## src/isi_settings.svh

```systemverilog
`ifndef ISI_SETTINGS_SVH
`define ISI_SETTINGS_SVH

// pulse response length in UI
`define ISI_NUM_TAPS 4

// signed sample width
`define ISI_SIG_W 8

// signed coefficient width
`define ISI_COEF_W 8

// coefficient fraction bits, 64 is unity gain
`define ISI_COEF_FRAC 6

// spacing between adjacent PAM-4 levels, levels are -48 -16 16 48
`define ISI_SYM_SEP 32

`endif

```

## src/pam4_pkg.sv

```systemverilog
`default_nettype none

`include "isi_settings.svh"

package pam4_pkg;

    // symbol codes in ascending level order
    typedef enum logic [1:0] {
        SYM_M3 = 2'd0,
        SYM_M1 = 2'd1,
        SYM_P1 = 2'd2,
        SYM_P3 = 2'd3
    } pam4_sym_e;

    // one stream sample, valid qualified
    typedef struct packed {
        logic                         valid;
        logic signed [`ISI_SIG_W-1:0] level;
    } sample_t;

    // single coefficient, named so array elements stay signed
    typedef logic signed [`ISI_COEF_W-1:0] coef_t;

    typedef coef_t [`ISI_NUM_TAPS-1:0] tap_coefs_t;

endpackage

`default_nettype wire

```

## src/apb_pkg.sv

```systemverilog
`default_nettype none

package apb_pkg;

    // master to slave
    typedef struct packed {
        logic        psel;
        logic        penable;
        logic        pwrite;
        logic [7:0]  paddr;
        logic [31:0] pwdata;
    } apb_req_t;

    // slave to master
    typedef struct packed {
        logic        pready;
        logic [31:0] prdata;
        logic        pslverr;
    } apb_rsp_t;

    // register map, ctrl bit 0 is bypass
    typedef enum logic [7:0] {
        REG_TAP0 = 8'h00,
        REG_TAP1 = 8'h04,
        REG_TAP2 = 8'h08,
        REG_TAP3 = 8'h0C,
        REG_CTRL = 8'h10
    } reg_addr_e;

endpackage

`default_nettype wire

```

## src/channel_apb_regs.sv

```systemverilog
`default_nettype none

`include "isi_settings.svh"

module channel_apb_regs (
    input  logic                 clk,
    input  logic                 rstn,
    input  apb_pkg::apb_req_t    apb_req,
    output apb_pkg::apb_rsp_t    apb_rsp,
    output pam4_pkg::tap_coefs_t taps,
    output logic                 bypass
);

    localparam int IDX_W = $clog2(`ISI_NUM_TAPS);

    apb_pkg::reg_addr_e addr;
    logic [IDX_W-1:0]   tap_idx;
    logic               access;
    logic               addr_ok;
    logic               is_tap;
    logic [31:0]        rd_data;

    assign addr    = apb_pkg::reg_addr_e'(apb_req.paddr);
    assign tap_idx = apb_req.paddr[2 +: IDX_W];
    assign access  = apb_req.psel & apb_req.penable;

    // address decode and read mux
    always_comb begin
        addr_ok = 1'b1;
        is_tap  = 1'b0;
        rd_data = '0;
        case (addr)
            apb_pkg::REG_TAP0, apb_pkg::REG_TAP1,
            apb_pkg::REG_TAP2, apb_pkg::REG_TAP3: begin
                is_tap  = 1'b1;
                // taps read back sign-extended
                rd_data = {{(32-`ISI_COEF_W){taps[tap_idx][`ISI_COEF_W-1]}}, taps[tap_idx]};
            end
            apb_pkg::REG_CTRL: begin
                rd_data = {31'b0, bypass};
            end
            default: begin
                addr_ok = 1'b0;
            end
        endcase
    end

    // no wait states, every access completes at once
    assign apb_rsp.pready  = access;
    assign apb_rsp.pslverr = access & ~addr_ok;
    assign apb_rsp.prdata  = access ? rd_data : 32'b0;

    always_ff @(posedge clk) begin
        if (!rstn) begin
            // unity main cursor, no ISI
            for (int i = 0; i < `ISI_NUM_TAPS; i++) begin
                taps[i] <= (i == 0) ? pam4_pkg::coef_t'(1 << `ISI_COEF_FRAC) : '0;
            end
            bypass <= 1'b0;
        end else if (access && apb_req.pwrite && addr_ok) begin
            if (is_tap) begin
                taps[tap_idx] <= apb_req.pwdata[`ISI_COEF_W-1:0];
            end else begin
                bypass <= apb_req.pwdata[0];
            end
        end
    end

endmodule

`default_nettype wire

```

## src/pam4_mapper.sv

```systemverilog
`default_nettype none

`include "isi_settings.svh"

module pam4_mapper (
    input  logic                clk,
    input  logic                rstn,
    input  pam4_pkg::pam4_sym_e sym,
    input  logic                sym_valid,
    output pam4_pkg::sample_t   out
);

    int level_c;

    // level = (2*code - 3) * sep/2
    always_comb begin
        level_c = (2 * int'(sym) - 3) * (`ISI_SYM_SEP / 2);
    end

    always_ff @(posedge clk) begin
        if (!rstn) begin
            out.valid <= 1'b0;
        end else begin
            out.valid <= sym_valid;
        end
    end

    // level only follows real symbols
    always_ff @(posedge clk) begin
        if (sym_valid) begin
            out.level <= level_c[`ISI_SIG_W-1:0];
        end
    end

endmodule

`default_nettype wire

```

## src/isi_channel.sv

```systemverilog
`default_nettype none

`include "isi_settings.svh"

module isi_channel (
    input  logic                 clk,
    input  logic                 rstn,
    input  pam4_pkg::sample_t    in,
    input  pam4_pkg::tap_coefs_t taps,
    input  logic                 bypass,
    output pam4_pkg::sample_t    out
);

    localparam int PROD_W = `ISI_SIG_W + `ISI_COEF_W;
    localparam int ACC_W  = PROD_W + $clog2(`ISI_NUM_TAPS);

    localparam logic signed [ACC_W-1:0] SAT_MAX = (1 <<< (`ISI_SIG_W - 1)) - 1;
    localparam logic signed [ACC_W-1:0] SAT_MIN = -(1 <<< (`ISI_SIG_W - 1));

    // past levels, hist[1] is the previous symbol
    logic signed [`ISI_SIG_W-1:0] hist [1:`ISI_NUM_TAPS-1];

    logic signed [ACC_W-1:0]      acc;
    logic signed [ACC_W-1:0]      scaled;
    logic signed [`ISI_SIG_W-1:0] sat;

    // weighted sum of current and past levels
    always_comb begin
        acc = in.level * taps[0];
        for (int i = 1; i < `ISI_NUM_TAPS; i++) begin
            acc = acc + hist[i] * taps[i];
        end
        scaled = acc >>> `ISI_COEF_FRAC;
        // clamp to the sample range
        if (scaled > SAT_MAX) begin
            sat = SAT_MAX[`ISI_SIG_W-1:0];
        end else if (scaled < SAT_MIN) begin
            sat = SAT_MIN[`ISI_SIG_W-1:0];
        end else begin
            sat = scaled[`ISI_SIG_W-1:0];
        end
    end

    // delay line advances on valid input only, also during bypass
    always_ff @(posedge clk) begin
        if (!rstn) begin
            for (int i = 1; i < `ISI_NUM_TAPS; i++) begin
                hist[i] <= '0;
            end
        end else if (in.valid) begin
            hist[1] <= in.level;
            for (int i = 2; i < `ISI_NUM_TAPS; i++) begin
                hist[i] <= hist[i-1];
            end
        end
    end

    always_ff @(posedge clk) begin
        if (!rstn) begin
            out.valid <= 1'b0;
        end else begin
            out.valid <= in.valid;
        end
    end

    always_ff @(posedge clk) begin
        if (in.valid) begin
            out.level <= bypass ? in.level : sat;
        end
    end

endmodule

`default_nettype wire

```

## src/pam4_slicer.sv

```systemverilog
`default_nettype none

`include "isi_settings.svh"

module pam4_slicer (
    input  logic                         clk,
    input  logic                         rstn,
    input  pam4_pkg::sample_t            in,
    output pam4_pkg::pam4_sym_e          rx_sym,
    output logic signed [`ISI_SIG_W-1:0] rx_level,
    output logic                         rx_valid
);

    localparam logic signed [`ISI_SIG_W-1:0] THR_HI = `ISI_SYM_SEP;
    localparam logic signed [`ISI_SIG_W-1:0] THR_LO = -`ISI_SYM_SEP;

    pam4_pkg::pam4_sym_e decision;

    // a sample on a threshold goes to the upper symbol
    always_comb begin
        if (in.level < THR_LO) begin
            decision = pam4_pkg::SYM_M3;
        end else if (in.level < 0) begin
            decision = pam4_pkg::SYM_M1;
        end else if (in.level < THR_HI) begin
            decision = pam4_pkg::SYM_P1;
        end else begin
            decision = pam4_pkg::SYM_P3;
        end
    end

    always_ff @(posedge clk) begin
        if (!rstn) begin
            rx_valid <= 1'b0;
        end else begin
            rx_valid <= in.valid;
        end
    end

    always_ff @(posedge clk) begin
        if (in.valid) begin
            rx_sym   <= decision;
            rx_level <= in.level;
        end
    end

endmodule

`default_nettype wire

```

## src/isi_link_top.sv

```systemverilog
`default_nettype none

`include "isi_settings.svh"

module isi_link_top (
    input  logic                         clk,
    input  logic                         rstn,
    input  apb_pkg::apb_req_t            apb_req,
    output apb_pkg::apb_rsp_t            apb_rsp,
    input  pam4_pkg::pam4_sym_e          sym,
    input  logic                         sym_valid,
    output pam4_pkg::pam4_sym_e          rx_sym,
    output logic signed [`ISI_SIG_W-1:0] rx_level,
    output logic                         rx_valid
);

    pam4_pkg::tap_coefs_t taps;
    logic                 bypass;
    pam4_pkg::sample_t    tx_sample;
    pam4_pkg::sample_t    ch_sample;

    // configuration
    channel_apb_regs u_regs (
        .clk    (clk),
        .rstn   (rstn),
        .apb_req(apb_req),
        .apb_rsp(apb_rsp),
        .taps   (taps),
        .bypass (bypass)
    );

    // symbols to levels
    pam4_mapper u_mapper (
        .clk      (clk),
        .rstn     (rstn),
        .sym      (sym),
        .sym_valid(sym_valid),
        .out      (tx_sample)
    );

    isi_channel u_channel (
        .clk   (clk),
        .rstn  (rstn),
        .in    (tx_sample),
        .taps  (taps),
        .bypass(bypass),
        .out   (ch_sample)
    );

    // receive decision
    pam4_slicer u_slicer (
        .clk     (clk),
        .rstn    (rstn),
        .in      (ch_sample),
        .rx_sym  (rx_sym),
        .rx_level(rx_level),
        .rx_valid(rx_valid)
    );

endmodule

`default_nettype wire

```

## config.mk

```make
export PLATFORM = sky130hd
export DESIGN_NAME = isi_link_top
export DESIGN_NICKNAME = d
export VERILOG_FILES = /design/src/pam4_pkg.sv /design/src/apb_pkg.sv /design/src/channel_apb_regs.sv /design/src/pam4_mapper.sv /design/src/isi_channel.sv /design/src/pam4_slicer.sv /design/src/isi_link_top.sv
export VERILOG_INCLUDE_DIRS = /design/src
export SDC_FILE = /design/constraint.sdc
export NUM_CORES = 1
export LEC_CHECK = 0
export ABC_AREA = 1
export ABC_CLOCK_PERIOD_IN_PS = 9890
export CAP_MARGIN = 5
export CORE_ASPECT_RATIO = 1.4
export CORE_MARGIN = 2
export CORE_UTILIZATION = 40
export CTS_BUF_LIST = sky130_fd_sc_hd__clkbuf_4 sky130_fd_sc_hd__clkbuf_8 sky130_fd_sc_hd__clkbuf_16
export DETAILED_ROUTE_END_ITERATION = 8
export DONT_BUFFER_PORTS = 1
export HOLD_SLACK_MARGIN = 0.05
export SLEW_MARGIN = 5
export SYNTH_ARGS = -nofsm -noshare
export SYNTH_HDL_FRONTEND = slang
export SYNTH_SLANG_ARGS = --single-unit
```

## constraint.sdc

```tcl
create_clock -name clk -period 9.89 [get_ports clk]
set_input_delay 0.4945 -clock clk [delete_from_list [all_inputs] [get_ports clk]]
set_output_delay 0.4945 -clock clk [all_outputs]
set_load 0.03 [all_outputs]
```

# [Word level (Yosys, flattened, before mapping)]
# Memory sizes are Yosys's and may differ from the RTL's.
# Index checks and enable logic that the tools add are counted.
[classes] n_mux=21 n_lt_le_gt_ge=7 multipliers=4 bitwise=7 addsub=4 eq_ne=4 n_reduce_logical=9
[op_table] op="8-bit two-way mux" n=8
[op_table] op="32-bit case mux with 2 select lines" n=1
[op_table] op="8-bit by 8-bit multiplier with 16-bit output" n=3
[op_table] op="18-bit adder" n=2
[op_table] op="32-bit bitwise mux" n=1
[op_table] op="32-bit two-way mux" n=1
[op_table] op="18-bit by 16-bit adder with 18-bit output" n=1
[op_table] op="8-bit binary-select mux with 2-bit select" n=1
[op_table] op="8-bit demux with 2-bit select" n=1
[op_table] op="8-bit by 4-bit equality test with 1-bit output, second input constant" n=2
[op_table] op="12-bit by 8-bit greater-than comparator with 1-bit output, second input constant" n=1
[op_table] op="12-bit by 8-bit < comparator with 1-bit output, second input constant" n=1
[op_table] op="4-bit by 8-bit multiplier with 12-bit output" n=1
[op_table] op="8-bit by 3-bit equality test with 1-bit output, second input constant" n=1
[op_table] op="8-bit by 5-bit equality test with 1-bit output, second input constant" n=1
[op_table] op="8-bit logical NOT" n=1
[op_table] op="8-bit by 1-bit < comparator with 1-bit output, second input constant" n=1
[op_table] op="8-bit by 6-bit < comparator with 1-bit output, second input constant" n=1
[op_table] op="8-bit by 7-bit < comparator with 1-bit output, second input constant" n=1
[op_table] op="1-bit two-way mux" n=8
[op_table] op="5-bit OR reduction" n=1
[op_table] op="2-bit AND reduction" n=2
[op_table] op="4-bit OR reduction" n=1
[op_table] op="3-bit by 2-bit subtractor with 4-bit output, second input constant" n=1
[op_table] op="other kinds (7)" n=13
[totals] register_bits=58 ram_bits=24 input_bits=48 elab_cells=71 out_inout_bits=45 mem_count=1
[mem_list] memory="u_channel.hist" depth=3 word_bits=8 rd=3 rd_clocked_by_memory_dff=0 write_ports=3 line_no="isi_channel.sv:21" rtl="logic signed [`ISI_SIG_W-1:0] hist [1:`ISI_NUM_TAPS-1];"

# [Logic depth before layout (Yosys ltp)]
# An unclocked memory read counts as a cell.
[depth] ltp_word=9 mapped_depth=40 ltp_nobuf=40

# [Cells and area by module]
# From an unflattened synthesis, not the netlist that was laid out.
[unflattened] cells_unflattened=1928 area_unflattened_um2=15675.0
[by_module_without_submodules] mod="isi_channel" seq_area_each_um2=980.9 cells_each=1558 area_each_um2=13055.0 instances=1
[by_module_without_submodules] mod="channel_apb_regs" seq_area_each_um2=660.6 cells_each=337 area_each_um2=2114.5 instances=1
[by_module_without_submodules] mod="pam4_slicer" seq_area_each_um2=320.3 cells_each=19 area_each_um2=361.6 instances=1
[by_module_without_submodules] mod="pam4_mapper" seq_area_each_um2=80.1 cells_each=14 area_each_um2=143.9 instances=1

# [Worst setup path after synthesis]
# Ideal clock, no wire load.
[synth_timing] path_kind="register to register" from="register, netlist name u_channel.hist[0][23]" to="register u_channel.out[4] (netlist name), data pin" setup_time_ps=261 path_buffers=1 path_slack_ps=1842 path_stages_with_launch=37 arrival_ps=7787 path_cell_list="edfxtp_1 -> clkbuf_1 -> nand2_1 -> fa_1 -> inv_1 -> fa_1 -> ha_1 -> xor2_1 -> fa_1 -> inv_1 -> ha_1 -> nand2_1 -> o21ai_0 -> nand2_1 -> nand2_1 -> a21oi_1 -> xor2_1 -> fa_1 -> inv_1 -> fa_1 -> inv_1 -> fa_1 -> inv_1 -> fa_1 -> inv_1 -> fa_1 -> inv_1 -> ha_1 -> nand2_2 -> nor2_2 -> nand3_1 -> nand3_1 -> nand2_1 -> nand2_1 -> nand3_2 -> a21oi_2 -> o21ai_1"
[synth_rtl] element="end, declared" line_no="isi_channel.sv:11" rtl="output pam4_pkg::sample_t out"

==> impl_metrics.ini <==
[pwr]
vdd_drop_max_mv = 0.111
leakagePower_nw = 5.66
share_seq_of_total_power_pct = 37.2
p_per_area_mw_per_mm2 = 80.0
netSwitchingFraction_pct = 31.2
netSwitchingPower_mw = 0.257
power.share.clock_pct = 41.6
p_int_mw = 0.568
combPwrFrac_pct = 21.2

[critical_path]
crit_path_top_delay_cell = edfxtp_1
path_common_cell = inv_1
reg2reg_setup_slack_ps = 1320
critPathCaptureType = register
worst_ep_arrival_time_ps = 8660
critical_path.max_fanout = 10
path_delay_family = adder cells
combined_buffer_and_inverter_count_along_the_critical_path = 9
setup.worst_path.start_class = register
worst_ep_required_time_ps = 9980
worstSetupPathType = reg -> reg
worst_path_largest_cell_delay_ps = 530

[final_layout]
final_net_count = 1464
layout.core_utilization_pct = 42.2
stdcell_area_mm2 = 0.0103
antenna-diode-count = 0
drive_above_1_share_pct = 3.91
area.growth.synth_to_final_pct = 4.58

[sta]
final.setup_skew_ps = 7.39
final-max-slew-violation-count = 0
tightestPinTransition_ps = 1090
rsz0062_at_grt = false
period_needed_ps = 8570
fmax_mhz = 117
report.final.setup_viol = 0
hold_viol = 0
fin_crit_sh_pct = 86.7
relSlewSlack_pct = 27.9
tns_ps = 0

[cts]
tritoncts = built
clkSlewWorstSetupHoldPaths_ps = 60
cts_root_buffer = clkbuf_16
h-tree-depth = 3
numClockSinks = 65
worst_skew_pair.late_latency_ps = 350
cts.repair.resized = 0
cts-buffers-inserted = 9
cts_hold_buffers = 0
post-cts-setup-buffers = 0
clock_tree.buffer_depth = 2

[placement]
globalplace.congestion = 0.869
post-dp-hpwl_um = 18400
dpl_cell_area_mm2 = 0.00999
port_buffers = 0

[logic_synthesis]
yosys_warnings = 0
synth_edf_count = 29
netlist_top_cells_area = fa_1 29%, inv_1 14%, ha_1 13%
synth_cells = 1204
synth.cell_area_mm2 = 0.00986
post_synth.cell_area_avg_um2 = 8.19
synth_top_area_cell = fa_1
post_synth_num_cell_types = 38
async_flop_share_pct = 0
synth.top_cells.by_count = 364 x inv_1, 193 x nand2_1, 144 x fa_1
share_of_the_synthesized_area_in_the_top_cell_type_pct = 29.2
ys_seq_elements = 65
syn_nets = 1498
synth_top_flop_cell = dfxtp_1
synth_seq_area_share_pct = 16.1
yosys.cell_count.top_type = inv_1

[floorplanning]
die_area_mm2 = 0.0259
die_w_um = 137
fp.dieH_um = 190
coreArea_mm2 = 0.0244
initial_utilization_pct = 40.4
placementRows = 68
boundaryPins = 93

[detailed_routing]
total_vias_in_the_final_route = 7084
drt_pre_antenna_iters = 5
routed_wire_length_per_instance_um = 14.1
avgViaCountPerCell = 4.75
post-route-drc-count = 0
initialDrtViolationCount = 378
wirelength_routed_um = 21000
ant_nets = 0

[global_route]
grt_antenna_before_repair = 0
grt_util_all_layers_pct = 17.3
globalRoute.totalOverflow = 0
grt_start_max_net_pins = 29
grt_pass1_wl_um = 34700
first_global_vias = 7295

[job]
cap_viol_max_count = 0

[status]
outcome = complete, no violations

[worst_hold_path]
hold_path.class = in -> reg
-- area by class of cell --
cell class | instances | area [um2]
repair buffers | 2 | 35.0
clock buffers | 10 | 250
inverters | 368 | 1380
clock inverters | 6 | 68.8
multi-input cells | 724 | 6590
flip-flops and latches | 65 | 1590
fillers | 2439 | 14100
well taps | 315 | 394
-- kinds of logic (layout without fill, tap and decap cells) --
kind of cell | count (synthesis) | count (layout) | share of synthesized area, %
AO/OA/AOI/OAI | 124 | 124 | 7.01
XOR/XNOR | 50 | 50 | 4.44
adder cells (fa/ha/maj) | 246 | 246 | 42.2
buffers and inverters | 415 | 386 | 17.1
flip-flops | 65 | 65 | 16.1
AND/OR/NAND/NOR | 304 | 304 | 13.1
-- routing by layer --
layer	track usage, %	wire length [um]
met1	19.4	8100
met2	32.7	11500
met3	2.05	593
met4	6.69	759
met5	0	0
-- registers in the layout, indices dropped and copies added (netlist names) --
register / cells
u_slicer.rx_sym: 2
u_slicer.rx_valid: 1
u_regs.bypass: 1
u_mapper.out: 3
u_slicer.rx_level: 8
u_channel.hist: 9
u_regs.taps: 32
u_channel.out: 9
-- worst reg2reg max path: cells and delay by family (launching register included) --
kind | cells | cell delay, ps
compound gates | 5 | 910
xor+xnor | 1 | 150
fa+ha+maj | 12 | 4920
buf+inv | 9 | 480
flops | 1 | 530
simple gates | 9 | 1320
-- final timing paths --
path,startpoint,end,cells after the start
setup / recovery,u_channel.hist[0][23],u_channel.out[5],36
hold / removal,rstn,u_regs.taps[6],1
setup reg to reg,u_channel.hist[0][23],u_channel.out[5],36
hold reg to reg,u_channel.out[4],u_slicer.rx_level[4],0
-- cells in the final DEF (no fill, tap or decap), types with 2 or more instances in the layout --
| cell | n |
|---|---|
| a21o_1 | 4 |
| a21oi_1 | 62 |
| a21oi_2 | 2 |
| a221oi_1 | 7 |
| clkbuf_16 | 10 |
| dfxtp_1 | 36 |
| edfxtp_1 | 29 |
| fa_1 | 144 |
| ha_1 | 102 |
| inv_1 | 364 |
| inv_2 | 3 |
| inv_4 | 2 |
| inv_6 | 2 |
| nand2_1 | 193 |
| nand2_2 | 5 |
| nand2_4 | 3 |
| nand3_1 | 36 |
| nand3_2 | 2 |
| nand4_1 | 5 |
| nor2_1 | 45 |
| nor2_2 | 4 |
| nor3_1 | 2 |
| o21ai_0 | 27 |
| o21ai_1 | 9 |
| o21ai_2 | 2 |
| o21bai_1 | 2 |
| o22ai_1 | 7 |
| or2_2 | 4 |
| xnor2_1 | 20 |
| xor2_1 | 30 |
-- power groups by stage --
stage | registers [mW] | clock network, mW | logic, mW
finish | 0.307 | 0.343 | 0.175
global placement | 0.312 | 0 | 0.172
global route | 0.308 | 0.355 | 0.204
detailed placement | 0.313 | 0 | 0.178
CTS | 0.307 | 0.342 | 0.179
floorplan | 0.303 | 0 | 0.145
-- per-stage QoR --
stage	hold WS [ps]	total power [mW]	cells	setup WS [ps]
floorplan	400	0.448	1204	1840
global placement	403	0.484	1474	1370
detailed placement	407	0.491	1474	1290
CTS	236	0.828	1490	1270
global route	243	0.867	1490	686
finish	239	0.825	1490	1320
(Power assumes the default switching activity.)
